**src/verilog/sCurvePkg.sv**
```systemverilog
package sCurvePkg;

  ////////////////////////////////
  // ASIC geometry and widths
  ////////////////////////////////
  localparam int ChannelCount = 64;
  localparam int ChannelWidth = $clog2(ChannelCount);
  localparam int DacWidth = 10;
  // Three discriminators per channel
  localparam int MaskWidth = 3 * ChannelCount;
  localparam int WordWidth = 16;

  // Clk cycles per slow tick, short for simulation
  localparam int TickDivider = 50;
  localparam int TickWidth = $clog2(TickDivider);

  // Result buffer
  localparam int FifoDepth = 16;
  localparam int FifoAddrWidth = $clog2(FifoDepth);

  ////////////////////////////////
  // Host test parameters
  ////////////////////////////////
  typedef struct packed {
    logic efficiencyMode;              // High for trigger efficiency
    logic singleChannel;
    logic [ChannelWidth-1:0] testChannel;
    logic ctestOrInput;                // Charge injection via Ctest
    logic unmaskAll;
    logic [DacWidth-1:0] startDac;
    logic [DacWidth-1:0] endDac;
    logic [DacWidth-1:0] dacStep;
    logic [15:0] cptMax;               // External clock events per point
    logic [15:0] counterMax;           // Slow ticks per point
    logic [3:0] triggerDelay;
  } sCurveParamT;

  // Slow-control outputs toward the ASIC
  typedef struct packed {
    logic [ChannelCount-1:0] ctestChannels;
    logic [DacWidth-1:0] dac;
    logic [MaskWidth-1:0] discriminatorMask;
  } sCurveConfigT;

  ////////////////////////////////
  // FSM states
  ////////////////////////////////
  typedef enum logic [2:0] {
    SweepIdle,
    SweepConfigure,
    SweepWaitConfig,
    SweepMeasure,
    SweepDrain,
    SweepDone
  } sweepStateT;

  typedef enum logic [1:0] {
    CountIdle,
    CountRun,
    CountDelay,
    CountFinish
  } counterStateT;

endpackage

```
**src/verilog/sCurveDataFifo.sv**
```systemverilog
`timescale 1ns/1ps

module sCurveDataFifo import sCurvePkg::*; (
  input  logic                 Clk,
  input  logic                 reset_n,
  input  logic                 flush,
  input  logic [WordWidth-1:0] wrData,
  input  logic                 wrEn,
  input  logic                 rdEn,
  output logic [WordWidth-1:0] rdData,
  output logic                 full,
  output logic                 empty
);

  logic [WordWidth-1:0] mem [FifoDepth];
  // Extra wrap bit tells full from empty
  logic [FifoAddrWidth:0] wrPtr;
  logic [FifoAddrWidth:0] rdPtr;
  logic doWrite;
  logic doRead;

  assign empty = (wrPtr == rdPtr);
  assign full = (wrPtr[FifoAddrWidth] != rdPtr[FifoAddrWidth]) &&
                (wrPtr[FifoAddrWidth-1:0] == rdPtr[FifoAddrWidth-1:0]);
  assign doWrite = wrEn && !full;
  assign doRead = rdEn && !empty;

  always_ff @(posedge Clk or negedge reset_n) begin
    if (!reset_n) begin
      wrPtr <= '0;
      rdPtr <= '0;
    end else if (flush) begin
      wrPtr <= '0;
      rdPtr <= '0;
    end else begin
      if (doWrite) wrPtr <= wrPtr + 1'b1;
      if (doRead) rdPtr <= rdPtr + 1'b1;
    end
  end

  // Storage and registered read port
  always_ff @(posedge Clk) begin
    if (doWrite) begin
      mem[wrPtr[FifoAddrWidth-1:0]] <= wrData;
    end
    if (doRead) begin
      rdData <= mem[rdPtr[FifoAddrWidth-1:0]];
    end
  end

endmodule

```
**src/verilog/sCurvePointCounter.sv**
```systemverilog
`timescale 1ns/1ps

module sCurvePointCounter import sCurvePkg::*; (
  input  logic                 Clk,
  input  logic                 reset_n,
  input  sCurveParamT          params,
  input  logic                 measureStart,
  input  logic                 tick,
  input  logic                 clkExtRise,
  input  logic                 trigFall,
  output logic [WordWidth-1:0] countData,
  output logic                 wrEn,
  output logic                 pointDone
);

  counterStateT state;
  logic [15:0] eventCount;
  logic [15:0] tickCount;
  logic [WordWidth-1:0] hitCount;
  logic [3:0] delayCount;
  // Count window opens on the first tick after start
  logic windowOpen;
  logic hitSaturated;

  assign hitSaturated = &hitCount;
  assign countData = hitCount;
  // Result write and done share the finish cycle
  assign wrEn = (state == CountFinish);
  assign pointDone = (state == CountFinish);

  always_ff @(posedge Clk or negedge reset_n) begin
    if (!reset_n) begin
      state <= CountIdle;
      eventCount <= '0;
      tickCount <= '0;
      hitCount <= '0;
      delayCount <= '0;
      windowOpen <= 1'b0;
    end else begin
      case (state)
        CountIdle: begin
          if (measureStart) begin
            eventCount <= '0;
            tickCount <= '0;
            hitCount <= '0;
            windowOpen <= 1'b0;
            state <= CountRun;
          end
        end
        CountRun: begin
          if (params.efficiencyMode) begin
            // Each external clock edge opens a delay window
            if (clkExtRise) begin
              eventCount <= eventCount + 1'b1;
              delayCount <= 4'd1;
              state <= CountDelay;
            end
          end else if (!windowOpen) begin
            if (tick) begin
              windowOpen <= 1'b1;
            end
          end else begin
            // Count mode, every trigger edge in the window
            if (trigFall && !hitSaturated) begin
              hitCount <= hitCount + 1'b1;
            end
            if (tick) begin
              tickCount <= tickCount + 1'b1;
              if ((tickCount + 17'd1) >= params.counterMax) begin
                state <= CountFinish;
              end
            end
          end
        end
        CountDelay: begin
          if (trigFall && !hitSaturated) begin
            hitCount <= hitCount + 1'b1;
          end
          // One hit per event closes the window early
          if (trigFall || delayCount >= params.triggerDelay) begin
            state <= (eventCount >= params.cptMax) ? CountFinish : CountRun;
          end else begin
            delayCount <= delayCount + 1'b1;
          end
        end
        CountFinish: state <= CountIdle;
        default: state <= CountIdle;
      endcase
    end
  end

endmodule

```
**src/verilog/sCurveSweepControl.sv**
```systemverilog
`timescale 1ns/1ps

module sCurveSweepControl import sCurvePkg::*; (
  input  logic                 Clk,
  input  logic                 reset_n,
  input  sCurveParamT          params,
  input  logic                 startPulse,
  output sCurveConfigT         asicConfig,
  output logic                 configLoadStart,
  input  logic                 configDone,
  output logic                 forceExtRaz,
  output logic                 measureStart,
  input  logic                 pointDone,
  input  logic                 fifoEmpty,
  input  logic                 fifoFull,
  input  logic [WordWidth-1:0] fifoRdData,
  output logic                 fifoRdEn,
  output logic                 flush,
  output logic [WordWidth-1:0] dataOut,
  output logic                 dataOutValid,
  input  logic                 usbFifoFull,
  output logic                 testDone,
  input  logic                 dataTransmitDone
);

  typedef struct packed {
    logic last;
    logic [ChannelWidth-1:0] channel;
    logic [DacWidth-1:0] dac;
  } sweepPointT;

  sweepStateT state;
  logic [ChannelWidth-1:0] channel;
  logic [DacWidth-1:0] dac;
  logic [ChannelWidth-1:0] firstChannel;
  logic pointEnded;
  sweepPointT sweepNext;
  // Output side replays the same sweep order for headers
  logic [ChannelWidth-1:0] outChannel;
  logic [DacWidth-1:0] outDac;
  sweepPointT outNext;
  logic outBusy;
  logic rdPending;
  logic countReady;
  logic outFinished;
  logic emitCount;
  logic [WordWidth-1:0] countWord;
  logic [WordWidth-1:0] headerWord;

  // DAC loop inner, channel loop outer
  function automatic sweepPointT nextPoint(input logic [ChannelWidth-1:0] chan,
                                           input logic [DacWidth-1:0] value);
    logic [DacWidth:0] dacSum;
    sweepPointT result;
    dacSum = value + params.dacStep;
    result.last = 1'b0;
    result.channel = chan;
    result.dac = dacSum[DacWidth-1:0];
    // Zero step ends the DAC loop at once
    if (params.dacStep == '0 || dacSum > params.endDac) begin
      result.dac = params.startDac;
      if (params.singleChannel || chan == ChannelWidth'(ChannelCount - 1)) begin
        result.last = 1'b1;
      end else begin
        result.channel = chan + 1'b1;
      end
    end
    return result;
  endfunction

  assign firstChannel = params.singleChannel ? params.testChannel : '0;
  assign sweepNext = nextPoint(channel, dac);
  assign outNext = nextPoint(outChannel, outDac);

  ////////////////////////////////
  // Slow-control outputs
  ////////////////////////////////
  always_comb begin
    asicConfig.dac = dac;
    asicConfig.ctestChannels = params.ctestOrInput ? (ChannelCount'(1) << channel) : '0;
    // Mask bit high enables a discriminator
    asicConfig.discriminatorMask = params.unmaskAll ? '1 :
                                   (MaskWidth'(3'b111) << (3 * channel));
  end

  assign configLoadStart = (state == SweepConfigure);
  assign forceExtRaz = (state == SweepConfigure) || (state == SweepWaitConfig);
  assign testDone = (state == SweepDone);
  assign flush = (state == SweepDone);

  ////////////////////////////////
  // Sweep FSM
  ////////////////////////////////
  always_ff @(posedge Clk or negedge reset_n) begin
    if (!reset_n) begin
      state <= SweepIdle;
      channel <= '0;
      dac <= '0;
      pointEnded <= 1'b0;
      measureStart <= 1'b0;
    end else begin
      measureStart <= 1'b0;
      case (state)
        SweepIdle: begin
          if (startPulse) begin
            channel <= firstChannel;
            dac <= params.startDac;
            state <= SweepConfigure;
          end
        end
        SweepConfigure: state <= SweepWaitConfig;
        SweepWaitConfig: begin
          if (configDone) begin
            measureStart <= 1'b1;
            state <= SweepMeasure;
          end
        end
        SweepMeasure: begin
          if (pointDone) pointEnded <= 1'b1;
          // Next point only once the FIFO has room
          if (pointEnded && !fifoFull) begin
            pointEnded <= 1'b0;
            if (sweepNext.last) begin
              state <= SweepDrain;
            end else begin
              channel <= sweepNext.channel;
              dac <= sweepNext.dac;
              state <= SweepConfigure;
            end
          end
        end
        SweepDrain: if (outFinished) state <= SweepDone;
        SweepDone: if (dataTransmitDone) state <= SweepIdle;
        default: state <= SweepIdle;
      endcase
    end
  end

  ////////////////////////////////
  // Output word engine
  ////////////////////////////////
  assign headerWord = {outChannel, outDac};
  // Header goes out with the FIFO read, count follows
  assign fifoRdEn = !fifoEmpty && !outBusy && !usbFifoFull;
  assign emitCount = countReady && !usbFifoFull;

  always_ff @(posedge Clk or negedge reset_n) begin
    if (!reset_n) begin
      outChannel <= '0;
      outDac <= '0;
      outBusy <= 1'b0;
      rdPending <= 1'b0;
      countReady <= 1'b0;
      outFinished <= 1'b0;
      dataOutValid <= 1'b0;
    end else begin
      rdPending <= fifoRdEn;
      dataOutValid <= fifoRdEn || emitCount;
      if (startPulse && state == SweepIdle) begin
        outChannel <= firstChannel;
        outDac <= params.startDac;
        outFinished <= 1'b0;
      end
      if (fifoRdEn) outBusy <= 1'b1;
      if (rdPending) countReady <= 1'b1;
      if (emitCount) begin
        countReady <= 1'b0;
        outBusy <= 1'b0;
        outChannel <= outNext.channel;
        outDac <= outNext.dac;
        if (outNext.last) outFinished <= 1'b1;
      end
    end
  end

  // Word payloads
  always_ff @(posedge Clk) begin
    if (rdPending) countWord <= fifoRdData;
    if (fifoRdEn) begin
      dataOut <= headerWord;
    end else if (emitCount) begin
      dataOut <= countWord;
    end
  end

endmodule

```
**src/verilog/sCurveTestTop.sv**
```systemverilog
`timescale 1ns/1ps

module sCurveTestTop import sCurvePkg::*; (
  input  logic                 Clk,
  input  logic                 reset_n,
  // Host
  input  logic                 startLevel,
  input  sCurveParamT          params,
  output logic                 testDone,
  input  logic                 dataTransmitDone,
  // ASIC slow control and pins
  output sCurveConfigT         asicConfig,
  output logic                 configLoadStart,
  input  logic                 configDone,
  output logic                 forceExtRaz,
  input  logic                 clkExt,
  input  logic [2:0]           triggerB,
  // USB data FIFO
  output logic [WordWidth-1:0] dataOut,
  output logic                 dataOutValid,
  input  logic                 usbFifoFull
);

  logic startPulse;
  logic tick;
  logic clkExtRise;
  logic trigFall;
  logic measureStart;
  logic pointDone;
  logic [WordWidth-1:0] countData;
  logic wrEn;
  logic fifoRdEn;
  logic [WordWidth-1:0] fifoRdData;
  logic fifoFull;
  logic fifoEmpty;
  logic flush;

  ////////////////////////////////
  // Pin sampling and slow tick
  ////////////////////////////////
  sCurveTimebase timebase (
    .Clk            (Clk),
    .reset_n        (reset_n),
    .startLevel     (startLevel),
    .efficiencyMode (params.efficiencyMode),
    .clkExt         (clkExt),
    .triggerB       (triggerB),
    .startPulse     (startPulse),
    .tick           (tick),
    .clkExtRise     (clkExtRise),
    .trigFall       (trigFall)
  );

  // Channel and DAC sweep, output formatting
  sCurveSweepControl sweepControl (
    .Clk              (Clk),
    .reset_n          (reset_n),
    .params           (params),
    .startPulse       (startPulse),
    .asicConfig       (asicConfig),
    .configLoadStart  (configLoadStart),
    .configDone       (configDone),
    .forceExtRaz      (forceExtRaz),
    .measureStart     (measureStart),
    .pointDone        (pointDone),
    .fifoEmpty        (fifoEmpty),
    .fifoFull         (fifoFull),
    .fifoRdData       (fifoRdData),
    .fifoRdEn         (fifoRdEn),
    .flush            (flush),
    .dataOut          (dataOut),
    .dataOutValid     (dataOutValid),
    .usbFifoFull      (usbFifoFull),
    .testDone         (testDone),
    .dataTransmitDone (dataTransmitDone)
  );

  // One point at a time
  sCurvePointCounter pointCounter (
    .Clk          (Clk),
    .reset_n      (reset_n),
    .params       (params),
    .measureStart (measureStart),
    .tick         (tick),
    .clkExtRise   (clkExtRise),
    .trigFall     (trigFall),
    .countData    (countData),
    .wrEn         (wrEn),
    .pointDone    (pointDone)
  );

  // Counts waiting for the USB side
  sCurveDataFifo dataFifo (
    .Clk     (Clk),
    .reset_n (reset_n),
    .flush   (flush),
    .wrData  (countData),
    .wrEn    (wrEn),
    .rdEn    (fifoRdEn),
    .rdData  (fifoRdData),
    .full    (fifoFull),
    .empty   (fifoEmpty)
  );

endmodule

```
**src/verilog/sCurveTimebase.sv**
```systemverilog
`timescale 1ns/1ps

module sCurveTimebase import sCurvePkg::*; (
  input  logic       Clk,
  input  logic       reset_n,
  input  logic       startLevel,
  input  logic       efficiencyMode,
  input  logic       clkExt,
  input  logic [2:0] triggerB,
  output logic       startPulse,
  output logic       tick,
  output logic       clkExtRise,
  output logic       trigFall
);

  logic [1:0] startSync;
  logic [TickWidth-1:0] tickCount;
  // Two sync stages plus one history stage
  logic [2:0] clkExtPipe;
  logic [2:0] trigMeta;
  logic [2:0] trigSync;
  logic trigActive;
  logic trigActivePrev;

  ////////////////////////////////
  // Start edge and slow tick
  ////////////////////////////////
  always_ff @(posedge Clk or negedge reset_n) begin
    if (!reset_n) begin
      startSync <= '0;
      startPulse <= 1'b0;
      tickCount <= '0;
      tick <= 1'b0;
    end else begin
      startSync <= {startSync[0], startLevel};
      // Registered so the pulse lands two cycles after the level
      startPulse <= startSync[0] & ~startSync[1];
      // Divider parked in trigger mode
      if (efficiencyMode) begin
        tickCount <= '0;
        tick <= 1'b0;
      end else if (tickCount == TickWidth'(TickDivider - 1)) begin
        tickCount <= '0;
        tick <= 1'b1;
      end else begin
        tickCount <= tickCount + 1'b1;
        tick <= 1'b0;
      end
    end
  end

  ////////////////////////////////
  // Pin synchronizers
  ////////////////////////////////
  always_ff @(posedge Clk or negedge reset_n) begin
    if (!reset_n) begin
      clkExtPipe <= '0;
      // Triggers idle high
      trigMeta <= '1;
      trigSync <= '1;
      trigActivePrev <= 1'b0;
    end else begin
      clkExtPipe <= {clkExtPipe[1:0], clkExt};
      trigMeta <= triggerB;
      trigSync <= trigMeta;
      trigActivePrev <= trigActive;
    end
  end

  // Any of the active-low triggers asserted
  assign trigActive = ~&trigSync;
  assign trigFall = trigActive & ~trigActivePrev;
  assign clkExtRise = clkExtPipe[1] & ~clkExtPipe[2];

endmodule
```
**config.mk**
```make
export PLATFORM = sky130hd
export DESIGN_NAME = sCurveTestTop
export DESIGN_NICKNAME = d
export VERILOG_FILES = /design/src/verilog/sCurvePkg.sv /design/src/verilog/sCurveDataFifo.sv /design/src/verilog/sCurvePointCounter.sv /design/src/verilog/sCurveSweepControl.sv /design/src/verilog/sCurveTestTop.sv /design/src/verilog/sCurveTimebase.sv
export SDC_FILE = /design/constraint.sdc
export NUM_CORES = 1
export LEC_CHECK = 0
export ABC_AREA = 1
export BUFFER_PORTS_ARGS = -buffer_cell sky130_fd_sc_hd__buf_4
export CAP_MARGIN = 20
export CORE_MARGIN = 1.5
export CORE_UTILIZATION = 35
export CTS_CLUSTER_SIZE = 30
export DETAILED_ROUTE_END_ITERATION = 10
export GPL_ROUTABILITY_DRIVEN = 0
export GPL_TIMING_DRIVEN = 0
export SKIP_CTS_REPAIR_TIMING = 1
export SLEW_MARGIN = 20
export SYNTH_ARGS = -nofsm -noshare
export SYNTH_HDL_FRONTEND = slang
export SYNTH_SLANG_ARGS = --single-unit
```
**constraint.sdc**
```tcl
create_clock -name Clk -period 6.2 [get_ports Clk]
set_input_delay 1.24 -clock Clk [delete_from_list [all_inputs] [get_ports Clk]]
set_output_delay 1.24 -clock Clk [all_outputs]
set_load 0.05 [all_outputs]
```
==> summary.md <==
| Metric | Value |
|---|---|
| Critical Path Start Type | register |
| I/O pin cnt | 372 |
| VDD IR-drop max | 214 uV |
| FMAX | 241 MHz |
| 1st-iter DRT viols | 1388 |
| Logic pwr share | 45.8% |
| Diodes inserted | 0 |
| Worst r2r dst | sweepControl.outDac[7] |
| Switch Pwr | 0.00545 W |
| Critical path class | reg -> out |
| Die X | 259 um |
| Relative slew slack | 38.0% |
| Final Critical Period | 4.15 ns |
| Slew Limit Fails | 0 |
| Ys async rst share | 29.5% |
| Worst setup endpoint | asicConfig[13] |
| Worst skew pair latency | 0.58 ns |
| Synthesis-stage register bit count | 431 |
| Sequential share of power | 32.4% |
| WP buf/inv | 4 |
| Met2 Resource Use GR | 37.3% |
| GRT Total Usage | 21.0% |
| Core area | 0.0647 sq mm |
| Average wire per standard cell | 19.0 um |
| Critical path's largest stage delay | 0.62 ns |
| Initial DRT Pass Iterations | 5 |
| Die height | 259 um |
| CP max stage cell | nor3_1 |
| Syn nets | 2612 |
| Mean Syn Cell Area | 9.48 sq um |
| Post-route ant nets | 0 |
| Post-Layout Cell Count | 3747 |
| GR Util met3 | 2.90% |
| CTS tree | built |
| CP Launch Point | sweepControl.channel[0] |
| Synth top area share | 39.7% |
| Top-count cell post-synth | nand2_1 |
| Lkg Pwr | 12.8 nW |
| Crit path max-delay family | simple AND/OR/NAND/NOR gates |
| Worst hold path class | reg -> reg |
| Root Driver | clkbuf_16 |
| DIE AREA | 0.0672 sq mm |
| Crit path depth | 8 |
| Outcome | completed |
| Post-DP HPWL | 55300 um |
| Top FF cell, synth | edfxtp_1 |
| RSZ-0062 raised after global routing | false |
| Reg2Reg Depth | 22 |
| GR Layer Usage met1 | 24.5% |
| Max Buffers Root-to-Sink | 3 |
| Power Density | 431 mW/mm^2 |
| Dominant cell type by area after synthesis | edfxtp_1 |
| CP endpoint kind | output pin |
| Power consumption | 0.0123 W |
| Number of flops mapped to enable cells by yosys | 304 |
| Reg clk slew, reported paths | 0.06 ns |
| Worst Path Max Fanout | 5 |
| Mapped Cells | 2425 |
| Max H-tree Level | 2 |
| Detailed-route via count | 18700 |
| Fillers | 6191 |
| Layout cells sized above 1 | 24.0% |
| Cells after DPL | 3664 |
| Synthesized cell area | 0.0230 sq mm |
| Sw Ratio | 44.2% |
| WL final | 71300 um |
| Max-Cap Viols | 0 |
| Total Nets Final | 3043 |
| Vias in the first global route | 18600 |
| Initial antenna violation count | 0 |
| Vias/cell | 4.99 |
| Skew final | 0.0209 ns |
| Endpoints failing setup | 0 |
| Cts bufs inserted | 45 |
| Std cell rows | 93 |
| Worst EP required | 4.96 ns |
| Overflow after GRT | 0 |
| Largest net degree at the start of global routing | 90 |
| R2R Setup Slk | 2.71 ns |
| Fin util | 44.1% |
| Commonest cells post-synth | 459 x nand2_1, 322 x nor2_1, 304 x edfxtp_1 |
| Crit Reg-Reg Startpoint | sweepControl.outDac[0] |
| Cell Int Power | 0.00687 W |
| Worst path arrival time | 2.91 ns |
| Library cells used by synthesis | 52 |
| First-pass GRT wire length | 109000 um |
| Hold WS | 0.355 ns |
| Port Buf Inserts | 370 |
| Final setup TNS | 0 ns |
| YS warnings | 0 |
| Endpoints failing hold | 0 |
| Main area contributors after synthesis | edfxtp_1 40%, dfrtp_1 13%, nand2_1 7.5%, ha_1 5.4%, nor2_1 5.3% |
| Clock share of power | 21.8% |
| Sequential fraction of the synthesis area | 53.6% |
| Initial Util | 35.5% |
| Area Growth Syn to Fin | 24.2% |
| Tcrit/Tclk final | 67.0% |
| GRT busiest layer | met2 |
| Critical path, cell by cell | inv_1, ha_1, inv_1, nor3_1, nand3_1, nand2_1, buf_4, buf_4 |
| # DRC | 0 |
| TritonCTS Sinks | 431 |
| Worst Tran Pin Value | 0.930 ns |
sequential cells by signal, summed over array words and instances (netlist names), 3 cells and up:
name                     count
pointCounter.countData      16
dataFifo.rdData             16
sweepControl.outDac         10
pointCounter.eventCount     16
timebase.tickCount           6
dataFifo.rdPtr               5
timebase.clkExtPipe          3
sweepControl.dac            10
timebase.trigMeta            3
timebase.trigSync            3
sweepControl.state           3
sweepControl.outChannel      6
dataFifo.wrPtr               5
dataFifo.mem               256
pointCounter.tickCount      16
pointCounter.delayCount      4
sweepControl.channel         6
sweepControl.dataOut        16
sweepControl.countWord      16
per-stage QoR:
step                worst slack, ns  instance area, sq um
finish                         2.05                 28500
global route                   1.92                 28500
CTS                            2.02                 28500
detailed placement             1.77                 27100
global placement               1.77                 26800
floorplan                      2.42                 23000
worst register-to-register path, stage by stage (launching register included):
cell      delay (ns)
dfrtp_1         0.39
ha_1            0.23
inv_1           0.09
fa_1            0.42
inv_1           0.09
nand4_1         0.09
nand3b_1        0.13
xor2_1          0.25
inv_1           0.08
ha_1            0.30
nand2_1         0.09
inv_1           0.06
a21oi_1         0.13
nand2_1         0.06
nand2_1         0.05
nand2_1         0.05
nand2_1         0.05
nand2_1         0.05
nand2_1         0.13
clkbuf_1        0.33
nand4_1         0.14
nand3_1         0.12
nand2_1         0.05
worst min-delay path by stage:
| stage | startpoint | to | slack (ns) | cells after the start |
|---|---|---|---|---|
| finish | timebase.trigMeta[2] | timebase.trigSync[2] | 0.35 | 0 |
| global route | timebase.trigMeta[0] | timebase.trigSync[0] | 0.36 | 0 |
| CTS | timebase.trigMeta[2] | timebase.trigSync[2] | 0.36 | 0 |
| detailed placement | timebase.trigMeta[2] | timebase.trigSync[2] | 0.35 | 0 |
| global placement | timebase.clkExtPipe[0] | timebase.clkExtPipe[1] | 0.34 | 0 |
| floorplan | timebase.clkExtPipe[0] | timebase.clkExtPipe[1] | 0.33 | 0 |
logic make-up (layout without fill, tap and decap cells):
| family | Yosys count | in the layout | share of synthesized area (%) |
|---|---|---|---|
| multiplexers | 25 | 25 | 1.09 |
| adder cells (fa/ha/maj) | 101 | 101 | 5.56 |
| AND/OR/NAND/NOR | 1065 | 1065 | 20.1 |
| buffers and inverters | 464 | 931 | 10.0 |
| XOR/XNOR | 48 | 48 | 1.86 |
| flip-flops | 431 | 431 | 53.6 |
| AO/OA/AOI/OAI | 291 | 291 | 7.81 |
per-layer routing:
| metal | wire (um) | part of all wire (%) |
|---|---|---|
| met1 | 27400 | 38 |
| met2 | 35600 | 50 |
| met4 | 3870 | 5.4 |
| met5 | 0 | 0 |
| met3 | 4370 | 6.1 |
area by class of cell:
type | instances | area [sq um] | share of cell area [%]
plain buffers | 231 | 1430 | 5.00
clock buffers | 60 | 1190 | 4.18
clock inverters | 23 | 282 | 0.986
inverters | 233 | 875 | 3.06
multi-input cells | 1530 | 8410 | 29.5
flip-flops and latches | 431 | 12300 | 43.1
well taps | 855 | 1070 | 3.75
repair buffers | 384 | 2980 | 10.4
placed cells by master (no fill, tap or decap), types with 26 or more instances in the layout:
| master | instances |
|---|---|
| edfxtp_1 | 304 |
| nand3_1 | 130 |
| nor2_1 | 307 |
| dfrtp_1 | 121 |
| buf_4 | 504 |
| xor2_1 | 41 |
| a21oi_1 | 59 |
| clkbuf_1 | 78 |
| ha_1 | 99 |
| o32ai_1 | 39 |
| nand2_1 | 459 |
| inv_1 | 210 |
| clkbuf_16 | 45 |
| o21ai_0 | 107 |
| nor2_2 | 26 |
| nand4_1 | 76 |
power by group through the flow:
stage               clock, W  combinational, W  sequential [W]
floorplan                  0           0.00355         0.00421
global placement           0           0.00548         0.00403
detailed placement         0           0.00560         0.00405
CTS                  0.00275           0.00562         0.00399
global route         0.00286           0.00617         0.00404
finish               0.00268           0.00564         0.00399
(Power assumes the default switching activity.)
